[config.mk]
export PLATFORM = sky130hd
export DESIGN_NAME = decode
export DESIGN_NICKNAME = d
export VERILOG_FILES = /design/src/hw/procPkg.sv /design/src/hw/decode.sv
export SDC_FILE = /design/constraint.sdc
export NUM_CORES = 1
export LEC_CHECK = 0
export ABC_AREA = 1
export BUFFER_PORTS_ARGS = -buffer_cell sky130_fd_sc_hd__buf_2
export CAP_MARGIN = 5
export CORE_MARGIN = 2
export CORE_UTILIZATION = 35
export DETAILED_ROUTE_END_ITERATION = 10
export SKIP_CTS_REPAIR_TIMING = 1
export SYNTH_ARGS = -nofsm -noshare
export SYNTH_HDL_FRONTEND = slang
export SYNTH_SLANG_ARGS = --single-unit
[constraint.sdc]
create_clock -name clk -period 1.8 [get_ports clk]
set_input_delay 0.09 -clock clk [delete_from_list [all_inputs] [get_ports clk]]
set_output_delay 0.09 -clock clk [all_outputs]
set_load 0.1 [all_outputs]
[src/hw/procPkg.sv]
// Shared types for the 16-bit word-addressed core; memories are 256 words and opcodes outside opcodeT are illegal
package procPkg;

   localparam int imemDepth = 256;                // Instruction words
   localparam int dmemDepth = 256;                // Data words
   localparam int addrBits  = 8;                  // Index width of both memories

   typedef enum logic [4:0] {
      opHalt = 5'b00000,
      opNop  = 5'b00001,
      opJ    = 5'b00100,
      opAddi = 5'b01000,
      opSubi = 5'b01001,
      opAndi = 5'b01010,
      opBeqz = 5'b01100,
      opBnez = 5'b01101,
      opSt   = 5'b10000,
      opLd   = 5'b10001,
      opLbi  = 5'b11000,
      opAlu  = 5'b11011                           // R-type, function in bits 1:0
   } opcodeT;

   typedef enum logic [1:0] {aluAdd, aluSub, aluXor, aluAnd} aluOpT;  // Same order as function bits

   typedef enum logic [1:0] {
      destLow,                                    // Bits 4:2, R-type rd
      destMid,                                    // Bits 7:5, I-type rd
      destHigh                                    // Bits 10:8, LBI
   } regDestT;

   typedef enum logic [1:0] {brNone, brIfZero, brIfNotZero, brJump} branchT;

   typedef struct packed {
      logic    regWrite;
      regDestT regDest;
      logic    aluSrcImm;                         // Second operand is imm instead of rt
      aluOpT   aluOp;
      logic    memRead;
      logic    memWrite;
      logic    memToReg;
      logic    immWide;                           // 8-bit immediate instead of 5-bit
      branchT  branch;
      logic    halt;
   } ctrlT;

   typedef struct packed {
      logic                valid;                 // One word per cycle while high
      logic [addrBits-1:0] addr;
      logic [15:0]         data;
   } imemLoadT;

   typedef struct packed {
      logic        valid;
      logic [2:0]  regNum;
      logic [15:0] data;
   } retireT;

endpackage

[src/hw/decode.sv]
// Eight registers clear only on reset and persist across halts; reads are asynchronous
`timescale 1ns/1ps

module decode (
   input  logic          clk,
   input  logic          arstN,
   input  logic [15:0]   instr,
   input  procPkg::ctrlT ctrl,
   input  logic [15:0]   writeData,
   output logic [15:0]   rsVal,
   output logic [15:0]   rtVal,
   output logic [15:0]   imm,
   output logic [2:0]    destReg,
   output logic          regWrite
);

   logic [15:0] regs [8];

   assign rsVal    = regs[instr[10:8]];                   // Source, also branch test reg
   assign rtVal    = regs[instr[7:5]];                    // Second operand or store data
   assign regWrite = ctrl.regWrite;                       // Also feeds the retire trace

   always_comb begin
      case (ctrl.regDest)
         procPkg::destLow:  destReg = instr[4:2];
         procPkg::destMid:  destReg = instr[7:5];
         procPkg::destHigh: destReg = instr[10:8];
         default:           destReg = instr[7:5];
      endcase
   end

   always_comb begin
      if (ctrl.branch == procPkg::brJump) begin
         imm = {{5{instr[10]}}, instr[10:0]};             // J offset
      end else if (ctrl.immWide) begin
         imm = {{8{instr[7]}}, instr[7:0]};               // LBI, BEQZ, BNEZ
      end else begin
         imm = {{11{instr[4]}}, instr[4:0]};              // I-type
      end
   end

   always_ff @(posedge clk or negedge arstN) begin
      if (!arstN) begin
         for (int i = 0; i < 8; i++) begin
            regs[i] <= 16'd0;
         end
      end else if (ctrl.regWrite) begin
         regs[destReg] <= writeData;
      end
   end

endmodule

==> results.toml, run 1 <==
[status]
status = "finished with violations"
violations = "hold timing"

[clock_tree]
cts.htree.levels = 4
clock_tree.root_cell = "sky130_fd_sc_hd__clkbuf_16"
worstSkewPairLatency_ns = 0.42
clkTransAtPathRegs_ns = 0.06
tritoncts = "done"
cts-root-to-sink-buffers = 2
clock-sinks = 128
cts_inserted_buffers = 17

[sta]
post_layout_min_period_ns = 1.66
final_setup_violation_count = 0
hold_slack_ns = -0.0101
fin_crit_sh_pct = 92.2
drv_slew = 0
final_hold_viol_count = 7
fmax_ghz = 0.603
maxSlewHeadroom_pct = 59.6
timing.clock.skew_ns = 0
tightest_slew_ns = 0.606
rsz_0062_raised_after_global_routing = "false"
setup_total_negative_slack_ns = 0

[synthesis]
post_synth.cell_area_avg_um2 = 6.84
synth-seq-cells = 128
post_synth_inst_count = 1123
yosysUniqueCellTypes = 24
synth_sequential_area_ratio_pct = 41.7
synth_nets = 1170
synth_edf_count = 0
syn_area_mm2 = 0.00768
synth_async_sr_flop_share_pct = 100
synth-main-ff-cell = "sky130_fd_sc_hd__dfrtp_1"
yosysWarnings = 0

[power_and_ir_drop]
total_leakage_power_nw = 4.83
pwr_density_cell_mw_per_mm2 = 1250
p_total_mw = 12.1
vdd.ir_drop.worst_uv = 812

[final_layout]
layout_cell_share_with_drive_strength_beyond_1_pct = 14.5
area_delta_synth_final_pct = 25.8
multiInputGateArea_mm2 = 0.00377
largest_registers = "regs x128"
fin_util_pct = 44.5
ff_latch_area_mm2 = 0.00320
diodes = 0
registers.top_by_ff_count = "regs"
flip_flop_count_of_the_largest_register_after_layout = 128
layout.filler_cells = 2148
fin_nets = 1213
postLayoutCellArea_mm2 = 0.00966

[routing]
routedWlPerCell_um = 17.9
routed-via-count = 7807
drt_iter0_markers = 783
number_of_antenna_violating_nets_in_the_routed_design = 0
wl_um = 26000
detail_route.first_pass.iterations = 5
via_per_inst = 5.36
route.detailed.drc = 0

[setup_path]
required_ns = 1.71
timing.critical_path.to_type = "output pin"
crit_path_start_kind = "flip-flop"
classification_of_the_worst_setup_path = "reg -> out"
timing.critical_path.arrival_ns = 1.57
critical_path_peak_fanout = 2

[job]
maxCapViolations = 0

[grt]
grt_overflow_total = 0
antenna_found_initial = 0
grt_pass1_vias = 7325
wire_length_of_the_first_global_routing_pass_um = 41600
grt_usage_pct = 22.7
pin_count_of_the_biggest_net_entering_global_routing = 83

[placed_design]
place_area_mm2 = 0.00894
gp_congestion = 0.829
dp.final_hpwl_um = 16100
port-buffer-count = 82

[floorplan]
die_w_um = 152
start_util_pct = 35.4
area_enclosed_by_the_die_boundary_mm2 = 0.0231
core_footprint_mm2 = 0.0217
boundaryPins = 99
dieHeight_um = 152
placementRows = 54

[worst_hold_path]
class_of_the_worst_hold_path = "in -> reg"
-- worst max-delay path, cell delays in order (launching register included) --
cell                      delay, ns
sky130_fd_sc_hd__dfrtp_1       0.35
sky130_fd_sc_hd__inv_1         0.06
sky130_fd_sc_hd__a21oi_1       0.11
sky130_fd_sc_hd__o21ai_0       0.11
sky130_fd_sc_hd__o21ai_0       0.11
sky130_fd_sc_hd__nand2_1       0.07
sky130_fd_sc_hd__nand2_1       0.15
sky130_fd_sc_hd__buf_12        0.19
-- through the flow --
| stage | instances | setup WS, ns |
|---|---|---|
| floorplan | 1123 | 0.0493 |
| global placement | 1414 | 0.198 |
| detailed placement | 1414 | 0.188 |
| CTS | 1444 | 0.126 |
| global route | 1457 | 0.00488 |
| finish | 1457 | 0.141 |
-- logic make-up (layout without fill, tap and decap cells) --
family / count (synthesis) / in the layout / share of synthesized area (%)
AO/OA/AOI/OAI: 261 / 261 / 17.0
buffers and inverters: 150 / 204 / 9.52
AND/OR/NAND/NOR: 584 / 584 / 31.7
flip-flops: 128 / 128 / 41.7
-- power breakdown --
| part | total [mW] | internal, mW | switching, mW |
|---|---|---|---|
| clock | 3.46 | 2.20 | 1.27 |
| combinational | 4.36 | 1.45 | 2.91 |
| sequential | 4.26 | 3.70 | 0.563 |
| total | 12.1 | 7.34 | 4.74 |
-- synth_stat cells, types with 7 or more instances --
cell | count | area [µm²]
sky130_fd_sc_hd__nor2_1 | 67 | 251
sky130_fd_sc_hd__a21oi_1 | 64 | 320
sky130_fd_sc_hd__nand2_2 | 8 | 50.1
sky130_fd_sc_hd__buf_2 | 36 | 180
sky130_fd_sc_hd__buf_1 | 7 | 26.3
sky130_fd_sc_hd__o21ai_0 | 196 | 981
sky130_fd_sc_hd__nand3_1 | 100 | 500
sky130_fd_sc_hd__buf_4 | 18 | 135
sky130_fd_sc_hd__clkbuf_1 | 31 | 116
sky130_fd_sc_hd__nand2_1 | 397 | 1490
sky130_fd_sc_hd__inv_1 | 41 | 154
sky130_fd_sc_hd__dfrtp_1 | 128 | 3200
-- layout make-up --
type                            count  area share, %
Clock buffer                       24           5.20
Clock inverter                      6          0.829
Inverter                           46           1.81
Multi-Input combinational cell    845           39.0
Sequential cell                   128           33.2
Tap cell                          280           3.63
Timing Repair Buffer              128           16.4
-- routing by layer --
metal | share of wire [%] | wire (µm) | GRT usage (%) | up-vias
li1 | - | - | - | 3703
met5 | 0 | 0 | 0 | -
met4 | 2.4 | 618 | 7.79 | 0
met1 | 45 | 11700 | 32.3 | 3734
met2 | 46 | 11900 | 35.3 | 329
met3 | 7.1 | 1860 | 3.74 | 41
-- worst paths after layout --
path / start / end / slack [ns] / cells after the start
max reg2reg: regs[5]$_DFFE_PN0P_ / regs[5]$_DFFE_PN0P_ / 1.14 / 2
min in group asynchronous: arstN / regs[25]$_DFFE_PN0P_ / 0.23 / 3
max in group asynchronous: arstN / regs[123]$_DFFE_PN0P_ / 1.05 / 3
max: regs[96]$_DFFE_PN0P_ / rsVal[0] / 0.14 / 7
min reg2reg: regs[102]$_DFFE_PN0P_ / regs[102]$_DFFE_PN0P_ / 0.47 / 2
min: writeData[9] / regs[25]$_DFFE_PN0P_ / -0.01 / 3
-- placed cells by master, fill, tap and decap left out, types with 3 or more instances in the layout --
| cell | instances |
|---|---|
| sky130_fd_sc_hd__nor2_4 | 5 |
| sky130_fd_sc_hd__o21ai_0 | 191 |
| sky130_fd_sc_hd__nand3_1 | 100 |
| sky130_fd_sc_hd__dlygate4sd3_1 | 13 |
| sky130_fd_sc_hd__inv_1 | 41 |
| sky130_fd_sc_hd__nand2_1 | 396 |
| sky130_fd_sc_hd__o21ai_2 | 3 |
| sky130_fd_sc_hd__nand2_2 | 9 |
| sky130_fd_sc_hd__buf_2 | 36 |
| sky130_fd_sc_hd__clkbuf_8 | 5 |
| sky130_fd_sc_hd__clkbuf_16 | 17 |
| sky130_fd_sc_hd__nor2_1 | 67 |
| sky130_fd_sc_hd__a21oi_1 | 64 |
| sky130_fd_sc_hd__clkinv_2 | 4 |
| sky130_fd_sc_hd__buf_12 | 54 |
| sky130_fd_sc_hd__dfrtp_1 | 128 |
| sky130_fd_sc_hd__buf_4 | 25 |
Power figures use the tool's default switching activity.
==> run 2, diff against run 1 <==
clock period = 1.9 ns   (was 1.8 ns; I/O delays follow)
==> run 2 against run 1 <==
  * The flow still finishes with violations (hold timing)
  * Sequential share of layout area up 0.56 points
  * Utilization down 0.74 points
  * Register-to-register slack better by 0.11 ns
  * Design area down 1.7%
  * Setup slack worse by 0.062 ns
  * Combinational power down 7.8%
  * Critical path type unchanged
  * Largest cell class unchanged
==> results.toml, run 2 (synthesized netlist as in run 1, its figures left out) <==
[setup_path]
critical_path.max_stage_delay_ns = 0.42
reg2reg_capture_point = "regs[79]$_DFFE_PN0P_"
crit-reg2reg-launch = "regs[79]$_DFFE_PN0P_"
setup.reg_to_reg.worst_slack_ns = 1.25
critical_path.cell_chain = "inv_1 > a21oi_1 > o21ai_0 > o21ai_0 > nand2_1 > nand2_1 > buf_2"
timing.critical_path.arrival_ns = 1.73
r2r.worst_path.cells = 2
crit_path_top_delay_cell = "sky130_fd_sc_hd__buf_2"
crit_family = "buffers and inverters"
required_ns = 1.80
timing.critical_path.to_type = "output pin"
classification_of_the_worst_setup_path = "reg -> out"
critPathBufInv = 2
crit_path_start_kind = "flip-flop"
critical_path_peak_fanout = 2

[status]
violations = "hold timing"
status = "finished with violations"

[final_layout]
registers.top_by_ff_count = "regs"
postLayoutCellArea_mm2 = 0.00950
fin_util_pct = 43.8
layout_cell_share_with_drive_strength_beyond_1_pct = 14.7
largest_registers = "regs x128"
ff_latch_area_mm2 = 0.00320
multiInputGateArea_mm2 = 0.00376
diodes = 0
fin_nets = 1211
most-common-layout-cells = "397 x sky130_fd_sc_hd__nand2_1, 192 x sky130_fd_sc_hd__o21ai_0, 128 x sky130_fd_sc_hd__dfrtp_1, 100 x sky130_fd_sc_hd__nand3_1, 67 x sky130_fd_sc_hd__nor2_1"
most_common_library_cell_in_the_layout_ignoring_fill_and_taps = "sky130_fd_sc_hd__nand2_1"
flip_flop_count_of_the_largest_register_after_layout = 128
area_delta_synth_final_pct = 23.7
layout.filler_cells = 2179

[clock_tree]
worstSkewPairLatency_ns = 0.42
clkTransAtPathRegs_ns = 0.05
clock-sinks = 128
cts.htree.levels = 4
tritoncts = "done"
clock_tree.root_cell = "sky130_fd_sc_hd__clkbuf_16"
cts-root-to-sink-buffers = 2
cts_inserted_buffers = 17

[grt]
pin_count_of_the_biggest_net_entering_global_routing = 53
wire_length_of_the_first_global_routing_pass_um = 42100
grt_usage_pct = 23.1
antenna_found_initial = 0
grt_pass1_vias = 7380
grt_overflow_total = 0

[sta]
final_setup_violation_count = 0
rsz_0062_raised_after_global_routing = "false"
maxSlewHeadroom_pct = 54.6
post_layout_min_period_ns = 1.82
drv_slew = 0
hold_slack_ns = -0.0104
tightest_slew_ns = 0.681
final_hold_viol_count = 10
setup_total_negative_slack_ns = 0
fmax_ghz = 0.549
fin_crit_sh_pct = 95.8
timing.clock.skew_ns = 0

[floorplan]
dieHeight_um = 152
area_enclosed_by_the_die_boundary_mm2 = 0.0231
die_w_um = 152
start_util_pct = 35.4
core_footprint_mm2 = 0.0217
placementRows = 54
boundaryPins = 99

[placed_design]
port-buffer-count = 82
place_area_mm2 = 0.00883
gp_congestion = 0.820
dp.final_hpwl_um = 16500

[routing]
drt_iter0_markers = 962
via_per_inst = 5.36
wl_um = 26400
routedWlPerCell_um = 18.1
detail_route.first_pass.iterations = 5
routed-via-count = 7798
number_of_antenna_violating_nets_in_the_routed_design = 0
route.detailed.drc = 0

[worst_hold_path]
hold_path_end = "regs[22]$_DFFE_PN0P_"
timing.hold.worst.start = "writeData[6]"
whs_path_depth = 3
class_of_the_worst_hold_path = "in -> reg"

[power_and_ir_drop]
pwr_density_cell_mw_per_mm2 = 1190
vdd.ir_drop.worst_uv = 627
total_leakage_power_nw = 4.78
p_total_mw = 11.3

[job]
maxCapViolations = 0
## run 2: cell count changes in the layout (fill, tap and decap cells not counted), moves of 2 or more
cell | previous run | this run
sky130_fd_sc_hd__clkbuf_4 | 0 | 5
sky130_fd_sc_hd__dlygate4sd3_1 | 13 | 7
sky130_fd_sc_hd__buf_4 | 25 | 32
sky130_fd_sc_hd__buf_12 | 54 | 45
sky130_fd_sc_hd__clkbuf_1 | 2 | 4
## run 2: metrics by stage
stage	setup slack (ns)	std cells	hold WS (ns)
2_1_floorplan	0.00253	1123	-0.201
5_1_grt	0.000438	1456	0.000738
3_3_place_gp	0.133	1418	0.0986
3_5_place_dp	0.101	1418	0.102
6_report	0.0792	1456	-0.0104
4_1_cts	0.0316	1449	-0.353
## run 2: how the worst max path moves through the flow
stage / startpoint / to / slack [ns] / cells after the start
after floorplan: instr[10] / imm[11] / 0.003 / 4
after global placement: instr[5] / regs[97]$_DFFE_PN0P_ / 0.13 / 8
after detailed placement: instr[5] / regs[105]$_DFFE_PN0P_ / 0.10 / 8
after CTS: regs[37]$_DFFE_PN0P_ / rtVal[5] / 0.03 / 7
after global routing: regs[44]$_DFFE_PN0P_ / rsVal[12] / 0.0004 / 7
final: regs[42]$_DFFE_PN0P_ / rtVal[10] / 0.08 / 7
## run 2: tightest hold or removal path, cell delays in order
cell                      delay, ns
sky130_fd_sc_hd__buf_2         0.15
sky130_fd_sc_hd__nand2_1       0.08
sky130_fd_sc_hd__nand2_1       0.05
## run 2: cell type report
| type | count | share of cell area (%) |
|---|---|---|
| clock buffer | 25 | 5.22 |
| clock inverter | 6 | 0.843 |
| sequential | 128 | 33.7 |
| tap | 280 | 3.69 |
| inverter | 46 | 1.84 |
| multi-input combinational | 845 | 39.6 |
| timing repair buffer | 126 | 15.1 |
## run 2: report_power, final
| part | switching, mW | leakage (nW) | internal (mW) |
|---|---|---|---|
| Sequential | 0.545 | 1.61 | 3.51 |
| Combinational | 2.74 | 2.88 | 1.28 |
| Clock | 1.17 | 0.287 | 2.05 |
| Total | 4.45 | 4.78 | 6.84 |
## run 2: routing by layer
| layer | track usage, % | part of all wire (%) | up-vias |
|---|---|---|---|
| met5 | 0 | 0 | - |
| met1 | 32.1 | 44 | 3690 |
| li1 | - | - | 3699 |
| met2 | 36.4 | 46 | 367 |
| met3 | 5.02 | 8.2 | 42 |
| met4 | 6.63 | 1.9 | 0 |
==> run 3, diff against run 2 <==
RECOVER_POWER = 25   (was not set)
==> run 3 against run 2 <==
  * The flow still finishes with violations (hold timing)
  * Setup slack improved by 0.0011 ns
  * Clock skew did not move
  * Clock-buffer cell count unchanged
  * Register-to-register slack about the same
  * Non-clock buffer count unchanged
  * Critical path depth did not move
  * Utilization fell by 0.23 points
  * Clock power hardly changed
  * Sequential power about the same
  * Combinational power is essentially flat
  * Hold slack worse by 0.0055 ns
  * Critical endpoint unchanged
  * Largest cell class unchanged
  * Largest power group unchanged
==> results.toml, run 3 (synthesized netlist as in run 1, its figures left out) <==
[clock_tree]
clkTransAtPathRegs_ns = 0.05
tritoncts = "done"
worstSkewPairLatency_ns = 0.43
cts_inserted_buffers = 17
cts.htree.levels = 4
clock_tree.root_cell = "sky130_fd_sc_hd__clkbuf_16"
clock-sinks = 128
cts-root-to-sink-buffers = 2

[routing]
via_per_inst = 5.37
route.detailed.drc = 0
routedWlPerCell_um = 18.1
number_of_antenna_violating_nets_in_the_routed_design = 0
drt_iter0_markers = 907
detail_route.first_pass.iterations = 5
wl_um = 26400
routed-via-count = 7820

[sta]
tightest_slew_ns = 1.16
crit_path_setup_slack_layout_ns = 0.0803
post_layout_min_period_ns = 1.82
maxSlewHeadroom_pct = 22.9
fmax_ghz = 0.550
fin_crit_sh_pct = 95.8
rsz_0062_raised_after_global_routing = "false"
drv_slew = 0
hold_slack_ns = -0.0160
timing.clock.skew_ns = 0
final_hold_viol_count = 15
final_setup_violation_count = 0
setup_total_negative_slack_ns = 0

[setup_path]
timing.critical_path.to_type = "output pin"
reg2reg_capture_point = "regs[119]$_DFFE_PN0P_"
critical_path_peak_fanout = 2
timing.critical_path.arrival_ns = 1.72
critical_path.cell_chain = "inv_1 > a21oi_1 > o21ai_0 > o21ai_0 > nand2_1 > nand2_1 > buf_2"
classification_of_the_worst_setup_path = "reg -> out"
critical_path.max_stage_delay_ns = 0.42
crit_path_top_delay_cell = "sky130_fd_sc_hd__buf_2"
crit_path_start_kind = "flip-flop"
r2r.worst_path.cells = 2
crit-reg2reg-launch = "regs[119]$_DFFE_PN0P_"
setup.reg_to_reg.worst_slack_ns = 1.25
required_ns = 1.80

[final_layout]
flip_flop_count_of_the_largest_register_after_layout = 128
fin_util_pct = 43.6
most-common-layout-cells = "397 x sky130_fd_sc_hd__nand2_1, 192 x sky130_fd_sc_hd__o21ai_0, 128 x sky130_fd_sc_hd__dfrtp_1, 100 x sky130_fd_sc_hd__nand3_1, 67 x sky130_fd_sc_hd__nor2_1"
most_common_library_cell_in_the_layout_ignoring_fill_and_taps = "sky130_fd_sc_hd__nand2_1"
diodes = 0
layout_cell_share_with_drive_strength_beyond_1_pct = 14.4
fin_nets = 1211
largest_registers = "regs x128"
registers.top_by_ff_count = "regs"
area_delta_synth_final_pct = 23.0

[grt]
pin_count_of_the_biggest_net_entering_global_routing = 53
grt_overflow_total = 0
antenna_found_initial = 0
grt_pass1_vias = 7380
grt_usage_pct = 23.1
wire_length_of_the_first_global_routing_pass_um = 42100

[floorplan]
placementRows = 54
boundaryPins = 99
dieHeight_um = 152
core_footprint_mm2 = 0.0217
die_w_um = 152
start_util_pct = 35.4
area_enclosed_by_the_die_boundary_mm2 = 0.0231

[placed_design]
dp.final_hpwl_um = 16500
port-buffer-count = 82
gp_congestion = 0.820
pre_cts_ws_ns = 0.101

[status]
violations = "hold timing"
status = "finished with violations"

[power_and_ir_drop]
pwr_density_cell_mw_per_mm2 = 1190
p_total_mw = 11.3
total_leakage_power_nw = 4.75
vdd.ir_drop.worst_uv = 632

[worst_hold_path]
whs_path_depth = 3
class_of_the_worst_hold_path = "in -> reg"
hold_path_end = "regs[22]$_DFFE_PN0P_"
timing.hold.worst.start = "writeData[6]"

[job]
maxCapViolations = 0
run 3: worst max-delay path by stage:
stage | from | endpoint | cells after the start
final | regs[42]$_DFFE_PN0P_ | rtVal[10] | 7
after global routing | regs[44]$_DFFE_PN0P_ | rsVal[12] | 7
after CTS | regs[37]$_DFFE_PN0P_ | rtVal[5] | 7
after detailed placement | instr[5] | regs[105]$_DFFE_PN0P_ | 8
after global placement | instr[5] | regs[97]$_DFFE_PN0P_ | 8
after floorplan | instr[10] | imm[11] | 4
run 3: per-layer routing:
metal	up-vias	track usage, %	wire length, µm
li1	3699	-	-
met1	3682	32.1	11800
met2	391	36.4	12000
met3	48	5.02	2110
met4	0	6.63	533
met5	-	0	0
run 3: final cells by class:
cell class                      count  area [µm²]
Clock buffer                       25         495
Clock inverter                      6        80.1
Fill cell                        2187       12200
Multi-Input combinational cell    845        3760
Timing Repair Buffer              126        1380
Inverter                           46         175
Tap cell                          280         350
Sequential cell                   128        3200
run 3: metrics by stage:
stage | cell area [µm²] | hold slack (ns) | cells
floorplan | 7690 | -0.201 | 1123
global route | 9450 | 0.000738 | 1456
detailed placement | 8830 | 0.102 | 1418
global placement | 8830 | 0.0986 | 1418
finish | 9450 | -0.0160 | 1456
CTS | 9410 | -0.353 | 1449
run 3: power breakdown:
group	internal (mW)	switching, mW	leakage [nW]
combinational	1.27	2.74	2.86
sequential	3.51	0.540	1.61
clock	2.05	1.17	0.287
run 3: worst max-delay path, delay by kind of cell (launching register included):
| kind | cells | cell delay, ns |
|---|---|---|
| flops | 1 | 0.35 |
| buf+inv | 2 | 0.48 |
| compound gates | 3 | 0.29 |
| simple gates | 2 | 0.17 |
